$ cat config.mk
export PLATFORM = sky130hd
export DESIGN_NAME = pdp8_io_top
export DESIGN_NICKNAME = d
export VERILOG_FILES = /design/src/source/io_pkg.sv /design/src/source/iot_bus_if.sv /design/src/source/io_mux.sv /design/src/source/tty_keyboard.sv /design/src/source/tty_printer.sv /design/src/source/interrupt_ctl.sv /design/src/source/mem_extension.sv /design/src/source/pdp8_io_top.sv
export VERILOG_INCLUDE_DIRS = /design/src /design/src/source
export SDC_FILE = /design/constraint.sdc
export NUM_CORES = 1
export LEC_CHECK = 0
export ABC_AREA = 0
export BUFFER_PORTS_ARGS = -buffer_cell sky130_fd_sc_hd__buf_2
export CORE_ASPECT_RATIO = 2
export CORE_MARGIN = 2
export CORE_UTILIZATION = 30
export DETAILED_ROUTE_END_ITERATION = 12
export SLEW_MARGIN = 20
export SYNTH_ARGS = -nofsm -noshare
export SYNTH_HDL_FRONTEND = slang
export SYNTH_SLANG_ARGS = --single-unit
$ cat constraint.sdc
create_clock -name clk -period 6.15 [get_ports clk]
set_input_delay 1.23 -clock clk [delete_from_list [all_inputs] [get_ports clk]]
set_output_delay 1.23 -clock clk [all_outputs]
set_load 0.03 [all_outputs]
$ cat src/source/io_settings.svh
// word width, IOT device codes and printer timing
`ifndef IO_SETTINGS_SVH
`define IO_SETTINGS_SVH

`define WORD_BITS 12

// six-bit IOT device codes, octal
`define DEV_INT 6'o00
`define DEV_KBD 6'o03
`define DEV_PRT 6'o04

// memory extension uses group 2, low digit picks the field
`define DEV_MEM_BASE 6'o20

// cycles from a print command to printer done
`define PRINT_DELAY 8

`endif

$ cat src/source/io_pkg.sv
// shared types for the I/O side
// machine word and CPU major states

`include "io_settings.svh"

package io_pkg;

    // bit 0 is the most significant bit
    typedef logic [0:`WORD_BITS-1] word_t;

    typedef enum logic [4:0] {
        F0 = 5'd0,  // fetch
        F1 = 5'd1,
        F2 = 5'd2,
        F3 = 5'd3,
        D0 = 5'd4,  // defer
        D1 = 5'd5,
        D2 = 5'd6,
        D3 = 5'd7,
        E0 = 5'd8,  // execute
        E1 = 5'd9,
        E2 = 5'd10,
        E3 = 5'd11,
        H0 = 5'd12  // halt
    } major_state_t;

endpackage

$ cat src/source/iot_bus_if.sv
// IOT request bus from io_mux to the devices
// with master and device modports

interface iot_bus_if import io_pkg::*; ();

    logic       iot_strobe;   // one cycle, F3 of an IOT
    logic [0:5] device_code;  // instruction bits 3 to 8
    logic [0:2] op;           // instruction bits 9 to 11
    word_t      ac;

    modport master (
        output iot_strobe,
        output device_code,
        output op,
        output ac
    );

    modport device (
        input iot_strobe,
        input device_code,
        input op,
        input ac
    );

endinterface

$ cat src/source/io_mux.sv
// IOT strobe and request bus, device reply multiplexing
// and the front-panel bus display latch

module io_mux import io_pkg::*; (
    input  logic         clk,
    input  logic         reset,
    input  major_state_t state,
    input  word_t        instruction,
    input  word_t        ac,
    iot_bus_if.master    bus,
    input  word_t        int_data,
    input  word_t        kbd_data_in,
    input  word_t        prt_data_in,
    input  word_t        mem_data,
    input  logic         int_skip,
    input  logic         kbd_skip,
    input  logic         prt_skip,
    input  logic         mem_skip,
    output logic         skip,
    output word_t        in_bus,
    output word_t        bus_display
);

    word_t lac;      // ac captured in F2
    word_t lin_bus;  // in_bus captured in F2

    // opcode 6 is IOT, strobe only in F3
    assign bus.iot_strobe  = (state == F3) && (instruction[0:2] == 3'o6);
    assign bus.device_code = instruction[3:8];
    assign bus.op          = instruction[9:11];
    assign bus.ac          = ac;

    // input word back to the CPU, decoded on the whole instruction
    always_comb begin
        casez (instruction)
            12'o6004:          in_bus = int_data;     // interrupt status
            12'o6034, 12'o6036: in_bus = kbd_data_in; // keyboard read
            12'o604?:          in_bus = prt_data_in;  // printer returns nothing
            12'o6214, 12'o6224: in_bus = mem_data;    // field reads
            default:           in_bus = '0;
        endcase
    end

    always_comb begin
        casez (instruction)
            12'o6000, 12'o6003: skip = int_skip;
            12'o603?:          skip = kbd_skip;
            12'o604?:          skip = prt_skip;
            12'o62??:          skip = mem_skip;
            default:           skip = 1'b0;
        endcase
    end

    always_ff @(posedge clk) begin
        if (state == F2) begin
            lac     <= ac;
            lin_bus <= in_bus;
        end
    end

    // display shows what moved over the bus on the last IOT
    always_ff @(posedge clk) begin
        if (reset) begin
            bus_display <= '0;
        end else if (state == F3) begin
            case (instruction)
                12'o6004, 12'o6036:           bus_display <= lin_bus;
                12'o6005, 12'o6044, 12'o6046: bus_display <= lac;
                default:                      bus_display <= bus_display;
            endcase
        end
    end

endmodule

$ cat src/source/tty_keyboard.sv
// teletype keyboard, receive buffer and done flag
// with IOTs 6030 to 6036

`include "io_settings.svh"

module tty_keyboard import io_pkg::*; (
    input  logic       clk,
    input  logic       reset,
    iot_bus_if.device  bus,
    input  logic [0:7] kbd_data,
    input  logic       kbd_strobe,
    output word_t      data,
    output logic       skip,
    output logic       flag
);

    logic [0:7] buffer;
    logic       selected;
    logic       clear_flag;

    assign selected = (bus.device_code == `DEV_KBD);

    // 6030, 6032 and 6036 all drop the flag
    always_comb begin
        clear_flag = 1'b0;
        if (bus.iot_strobe && selected) begin
            case (bus.op)
                3'o0, 3'o2, 3'o6: clear_flag = 1'b1;
                default:          clear_flag = 1'b0;
            endcase
        end
    end

    always_ff @(posedge clk) begin
        if (kbd_strobe) begin
            buffer <= kbd_data;
        end
    end

    always_ff @(posedge clk) begin
        if (reset) begin
            flag <= 1'b0;
        end else if (kbd_strobe) begin
            flag <= 1'b1;  // new character wins over a clear
        end else if (clear_flag) begin
            flag <= 1'b0;
        end
    end

    assign skip = selected && (bus.op == 3'o1) && flag;  // 6031
    assign data = {4'b0000, buffer};

endmodule

$ cat src/source/tty_printer.sv
// teletype printer, output buffer, print timer and done flag
// with IOTs 6041 to 6046

`include "io_settings.svh"

module tty_printer import io_pkg::*; (
    input  logic       clk,
    input  logic       reset,
    iot_bus_if.device  bus,
    output logic [0:7] prt_data,
    output logic       prt_strobe,
    output word_t      data,
    output logic       skip,
    output logic       flag
);

    localparam int CNT_BITS = $clog2(`PRINT_DELAY);

    logic                selected;
    logic                print_cmd;
    logic                clear_cmd;
    logic [CNT_BITS-1:0] count;  // zero when idle

    assign selected  = (bus.device_code == `DEV_PRT);
    assign print_cmd = bus.iot_strobe && selected && (bus.op == 3'o4 || bus.op == 3'o6);
    assign clear_cmd = bus.iot_strobe && selected && (bus.op == 3'o2 || bus.op == 3'o6);

    // character is ac bits 4 to 11
    always_ff @(posedge clk) begin
        if (print_cmd) begin
            prt_data <= bus.ac[4:11];
        end
    end

    // count runs PRINT_DELAY-1 down to 1, strobe and flag
    // register on the last step so both show PRINT_DELAY after the IOT
    always_ff @(posedge clk) begin
        if (reset) begin
            count      <= '0;
            prt_strobe <= 1'b0;
            flag       <= 1'b0;
        end else begin
            prt_strobe <= 1'b0;
            if (clear_cmd) begin
                flag <= 1'b0;
            end
            if (print_cmd) begin
                count <= CNT_BITS'(`PRINT_DELAY - 1);  // restart with new char
            end else if (count == CNT_BITS'(1)) begin
                count      <= '0;
                prt_strobe <= 1'b1;
                flag       <= 1'b1;
            end else if (count != '0) begin
                count <= count - 1'b1;
            end
        end
    end

    assign skip = selected && (bus.op == 3'o1) && flag;  // 6041
    assign data = '0;

endmodule

$ cat src/source/interrupt_ctl.sv
// interrupt enable and request, processor IOTs 6000 to 6004

`include "io_settings.svh"

module interrupt_ctl import io_pkg::*; (
    input  logic      clk,
    input  logic      reset,
    iot_bus_if.device bus,
    input  logic      kbd_flag,
    input  logic      prt_flag,
    output word_t     data,
    output logic      skip,
    output logic      irq
);

    logic enable;
    logic request;  // any device flag up
    logic selected;
    logic strobe;

    assign selected = (bus.device_code == `DEV_INT);
    assign strobe   = bus.iot_strobe && selected;
    assign request  = kbd_flag || prt_flag;

    always_ff @(posedge clk) begin
        if (reset) begin
            enable <= 1'b0;
        end else if (strobe) begin
            case (bus.op)
                3'o1:       enable <= 1'b1;  // ION
                3'o0, 3'o2: enable <= 1'b0;  // 6000 skips first, then clears
                default:    enable <= enable;
            endcase
        end
    end

    // skip is combinational so it is still valid in F3 before the clear
    always_comb begin
        skip = 1'b0;
        if (selected) begin
            case (bus.op)
                3'o0:    skip = enable;
                3'o3:    skip = request;
                default: skip = 1'b0;
            endcase
        end
    end

    assign irq = enable && request;

    // status word, request in bit 0 and enable in bit 4
    always_comb begin
        data    = '0;
        data[0] = request;
        data[4] = enable;
    end

endmodule

$ cat src/source/mem_extension.sv
// memory extension, data-field and instruction-field registers
// IOTs 62N1 to 62N3, reads 6214 and 6224

`include "io_settings.svh"

module mem_extension import io_pkg::*; (
    input  logic       clk,
    input  logic       reset,
    iot_bus_if.device  bus,
    output logic [0:2] data_field,
    output logic [0:2] inst_field,
    output word_t      data,
    output logic       skip
);

    logic       selected;
    logic [0:2] field;     // N from device code 2N
    logic       load_df;
    logic       load_if;

    assign selected = ((bus.device_code & 6'o70) == `DEV_MEM_BASE);
    assign field    = bus.device_code[3:5];

    // op 1 is CDF, op 2 is CIF, op 3 does both
    assign load_df = bus.iot_strobe && selected && (bus.op == 3'o1 || bus.op == 3'o3);
    assign load_if = bus.iot_strobe && selected && (bus.op == 3'o2 || bus.op == 3'o3);

    always_ff @(posedge clk) begin
        if (reset) begin
            data_field <= 3'o0;
            inst_field <= 3'o0;
        end else begin
            if (load_df) begin
                data_field <= field;
            end
            if (load_if) begin
                inst_field <= field;
            end
        end
    end

    // field read back lands in bits 6 to 8
    always_comb begin
        data = '0;
        if (selected && bus.op == 3'o4) begin
            case (field)
                3'o1:    data[6:8] = data_field;  // RDF
                3'o2:    data[6:8] = inst_field;  // RIF
                default: data      = '0;
            endcase
        end
    end

    assign skip = 1'b0;  // no skip IOTs in this group

endmodule

$ cat src/source/pdp8_io_top.sv
// I/O side top level, io_mux plus keyboard, printer,
// interrupt controller and memory extension on one IOT bus

module pdp8_io_top import io_pkg::*; (
    input  logic         clk,
    input  logic         reset,
    input  major_state_t state,
    input  word_t        instruction,
    input  word_t        ac,
    input  logic [0:7]   kbd_data,
    input  logic         kbd_strobe,
    output logic         skip,
    output word_t        in_bus,
    output word_t        bus_display,
    output logic [0:7]   prt_data,
    output logic         prt_strobe,
    output logic         irq,
    output logic [0:2]   data_field,
    output logic [0:2]   inst_field
);

    word_t int_data;
    word_t kbd_data_in;
    word_t prt_data_in;
    word_t mem_data;
    logic  int_skip;
    logic  kbd_skip;
    logic  prt_skip;
    logic  mem_skip;
    logic  kbd_flag;
    logic  prt_flag;

    iot_bus_if bus_i ();

    io_mux mux_i (
        .clk         (clk),
        .reset       (reset),
        .state       (state),
        .instruction (instruction),
        .ac          (ac),
        .bus         (bus_i.master),
        .int_data    (int_data),
        .kbd_data_in (kbd_data_in),
        .prt_data_in (prt_data_in),
        .mem_data    (mem_data),
        .int_skip    (int_skip),
        .kbd_skip    (kbd_skip),
        .prt_skip    (prt_skip),
        .mem_skip    (mem_skip),
        .skip        (skip),
        .in_bus      (in_bus),
        .bus_display (bus_display)
    );

    tty_keyboard kbd_i (
        .clk        (clk),
        .reset      (reset),
        .bus        (bus_i.device),
        .kbd_data   (kbd_data),
        .kbd_strobe (kbd_strobe),
        .data       (kbd_data_in),
        .skip       (kbd_skip),
        .flag       (kbd_flag)
    );

    tty_printer prt_i (
        .clk        (clk),
        .reset      (reset),
        .bus        (bus_i.device),
        .prt_data   (prt_data),
        .prt_strobe (prt_strobe),
        .data       (prt_data_in),
        .skip       (prt_skip),
        .flag       (prt_flag)
    );

    interrupt_ctl int_i (
        .clk      (clk),
        .reset    (reset),
        .bus      (bus_i.device),
        .kbd_flag (kbd_flag),
        .prt_flag (prt_flag),
        .data     (int_data),
        .skip     (int_skip),
        .irq      (irq)
    );

    mem_extension mem_i (
        .clk        (clk),
        .reset      (reset),
        .bus        (bus_i.device),
        .data_field (data_field),
        .inst_field (inst_field),
        .data       (mem_data),
        .skip       (mem_skip)
    );

endmodule

==> impl_metrics.csv <==
group,metric,value,unit
critical_path,reg2reg_depth,5,
synth,synth.cell_area,2720,um^2
sta,relSlewSlack,49.04,%
synth,synthFlopType,"edfxtp_1",
detailed_routing,drc_errors,0,
sta,hold_ws,477.9,ps
cells_and_area,final_common_cell,"buf_2",
grt,grt_pass1_vias,2021,
power_and_ir_drop,total_power,1087,uW
clock_tree,htree_levels,3,
synth,syn-instance-count,217,
status,status,"finished, final reports clean",
sta,fin_setup_tns,0,ps
cells_and_area,fin_cells,400,
clock_tree,cts_tree,"built",
clock_tree,cts_hold_buf,0,
detailed_routing,wl_met1,2314,um
detailed_routing,dr_total_vias,1989,
detailed_routing,totalWireLength,6309,um
detailed_routing,top_layer,"met4",
sta,setup_viol,0,
critical_path,cp_common_cell,"buf_2",
critical_path,critPathMaxStageDelay,720,ps
synth,ys_ff_latch,62,
power_and_ir_drop,peakVddDrop,238.0,uV
sta,worstMarginPinSlew,758.7,ps
critical_path,worst_path_max_delay_cell,"nor4_2",
critical_path,start_kind,"input port",
cells_and_area,num-nets-final,336,
clock_tree,post-cts-setup-buffer-count,0,
clock_tree,cts_max_path_buffers,2,
placement,port_buffers,77,
grt,grt_max_degree,22,
critical_path,crit_fanout,9,
detailed_routing,wl_per_cell,15.77,um
clock_tree,cts_inserted_buffers,9,
clock_tree,clkTransAtPathRegs,50,ps
detailed_routing,route.met2.wl,3525,um
floorplanning,ios,81,
floorplanning,start_util,30.60,%
detailed_routing,first_pass_iters,4,
placement,hpwl,4782,um
critical_path,cp.arrival,3100,ps
clock_tree,clk_latency,330,ps
grt,groute.usage.overall,13.34,%
clock_tree,cts.sinks,62,
grt,grt-ovfl-total,0,
critical_path,crit_chain,"buf_2 -> or3_1 -> nor4_2 -> a22o_1 -> buf_2",
detailed_routing,viasPerCell,4.973,
floorplanning,fp-row-count,49,
cells_and_area,drive_gt1_share,38.26,%
floorplanning,die_y,138.7,um
clock_tree,cts_root_buffer,"clkbuf_16",
grt,grt_pass1_wl,10030,um
detailed_routing,ant_nets,0,
placement,dp_cells,384,
detailed_routing,met3_length,297,um
floorplanning,die_area,9891,um^2
sta,finClkSkew,3.975,ps
power_and_ir_drop,p_leak,0.001472,uW
detailed_routing,drt_iter0_drc,82,
min_path,hp-class,"reg2reg",
synth,avgSynthCellArea,12.54,um^2
synth,async_flop_share,0,%
job,cap_violations,0,
sta,grt_setup_unrepaired,"no",
critical_path,crit_path_end,"in_bus[7]",
critical_path,critical_path_class,"in2out",
cells_and_area,n_antenna_cell,0,
synth,synth_edf_count,37,
cells_and_area,final_cell_mix,"buf_2 (77), edfxtp_1 (37), dfxtp_1 (25)",
sta,clock.fmax,230.9,MHz
sta,hold_viol,0,
sta,period_share,70.43,%
critical_path,worst_r2r_startpoint,"prt_i.count[1]",
critical_path,r2r_slack,4720,ps
synth,synth-seq-area-share,59.25,%
synth,synth.distinct_cells,50,
critical_path,cp.required,4920,ps
synth,synth-warning-count,0,
sta,fin_ws,1818,ps
critical_path,crit_path_start,"instruction[6]",
clock_tree,post_cts_resized,0,
cells_and_area,syn_to_final_growth,27.69,%
placement,gp_congestion,0.7865,
floorplanning,fp.dieW,71.33,um
sta,period_needed,4332,ps
grt,antenna_found_initial,0,
floorplanning,core_area,8890,um^2
sta,slew_viol_final,0,
placement,pre_cts_ws,1752,ps
power_and_ir_drop,power_density,313.1,nW/um^2
critical_path,endpoint_kind,"primary output",
critical_path,r2r_end,"prt_i.count[1]",
## through the flow
stage | util (%) | area [um^2]
finish | 39.07 | 3473
CTS | 39.01 | 3468
detailed placement | 35.55 | 3161
floorplan | - | 2728
global route | 39.07 | 3473
global placement | 35.55 | 3161
## per-layer routing
layer / vias up / global-route usage (%)
li1: 964 / -
met1: 951 / 13.25
met2: 62 / 24.27
met3: 12 / 3.270
met4: 0 / 7.547
met5: - / 0
## worst max-delay path, delay by kind of cell
| family | cells | cell delay (ps) |
|---|---|---|
| buffers and inverters | 2 | 310 |
| AND/OR/NAND/NOR | 2 | 1260 |
| AO/OA/AOI/OAI | 1 | 290 |
## state kept, by name, summed over array words and instances (netlist names), 3 cells and up
name and cells:
prt_i.prt_data 8, prt_i.count 3, mux_i.lac 12, mux_i.bus_display 12, mux_i.lin_bus 9, kbd_i.buffer 8, mem_i.data_field 3, mem_i.inst_field 3
## worst min path at each step
stage	start	endpoint	slack, ps	depth (start not counted)
floorplan	prt_i.flag	prt_i.flag	520	1
global placement	mem_i.data_field[0]	mem_i.data_field[0]	460	2
detailed placement	mem_i.data_field[2]	mem_i.data_field[2]	470	2
CTS	mem_i.data_field[2]	mem_i.data_field[2]	480	2
global route	mem_i.data_field[2]	mem_i.data_field[2]	500	2
finish	mem_i.data_field[2]	mem_i.data_field[2]	480	2
## power by group
part | total (uW) | switching (uW) | internal [uW]
logic | 104 | 57.6 | 46.5
registers | 471 | 11.9 | 459
clock network | 512 | 194 | 319
## synth_stat cells, types with 2 or more instances
master	number	share of area (%)
edfxtp_1	37	41
dfxtp_1	25	18
a21oi_1	15	2.8
mux2i_1	15	5.5
nand2_1	13	1.8
a211oi_2	9	4.1
inv_1	9	1.2
nor2_1	8	1.1
a22o_1	7	2.3
and2_1	6	1.4
buf_2	6	1.1
buf_4	5	1.4
nand4_1	4	0.92
nor3_1	4	0.74
nor3b_1	4	1.1
a21bo_2	3	1.1
clkbuf_1	3	0.41
ha_1	3	1.4
nand4b_1	3	0.97
a211oi_1	2	0.55
a31oi_1	2	0.46
nand2b_1	2	0.46
nand3_1	2	0.37
nor2b_1	2	0.46
o211ai_1	2	0.55
o21ai_0	2	0.37
## cell type report
type	instances	area, um^2
fill	854	5416
sequential	62	1612
multi-input combinational	133	999.7
timing repair buffer	78	392.9
clock buffer	9	225.2
tap	102	127.6
clock inverter	7	82.58
inverter	9	33.78
## cell families (layout without fill, tap and decap cells)
kind of cell,count (synthesis),count (layout),share of synthesized area [%]
mux,16,16,5.934
simple gates,61,61,14.08
compound gates,50,50,14.67
buf+inv,24,103,4.554
flops,62,62,59.25
other cells,1,3,0.1379
fa+ha+maj,3,3,1.380
Power figures use the tool's default switching activity.
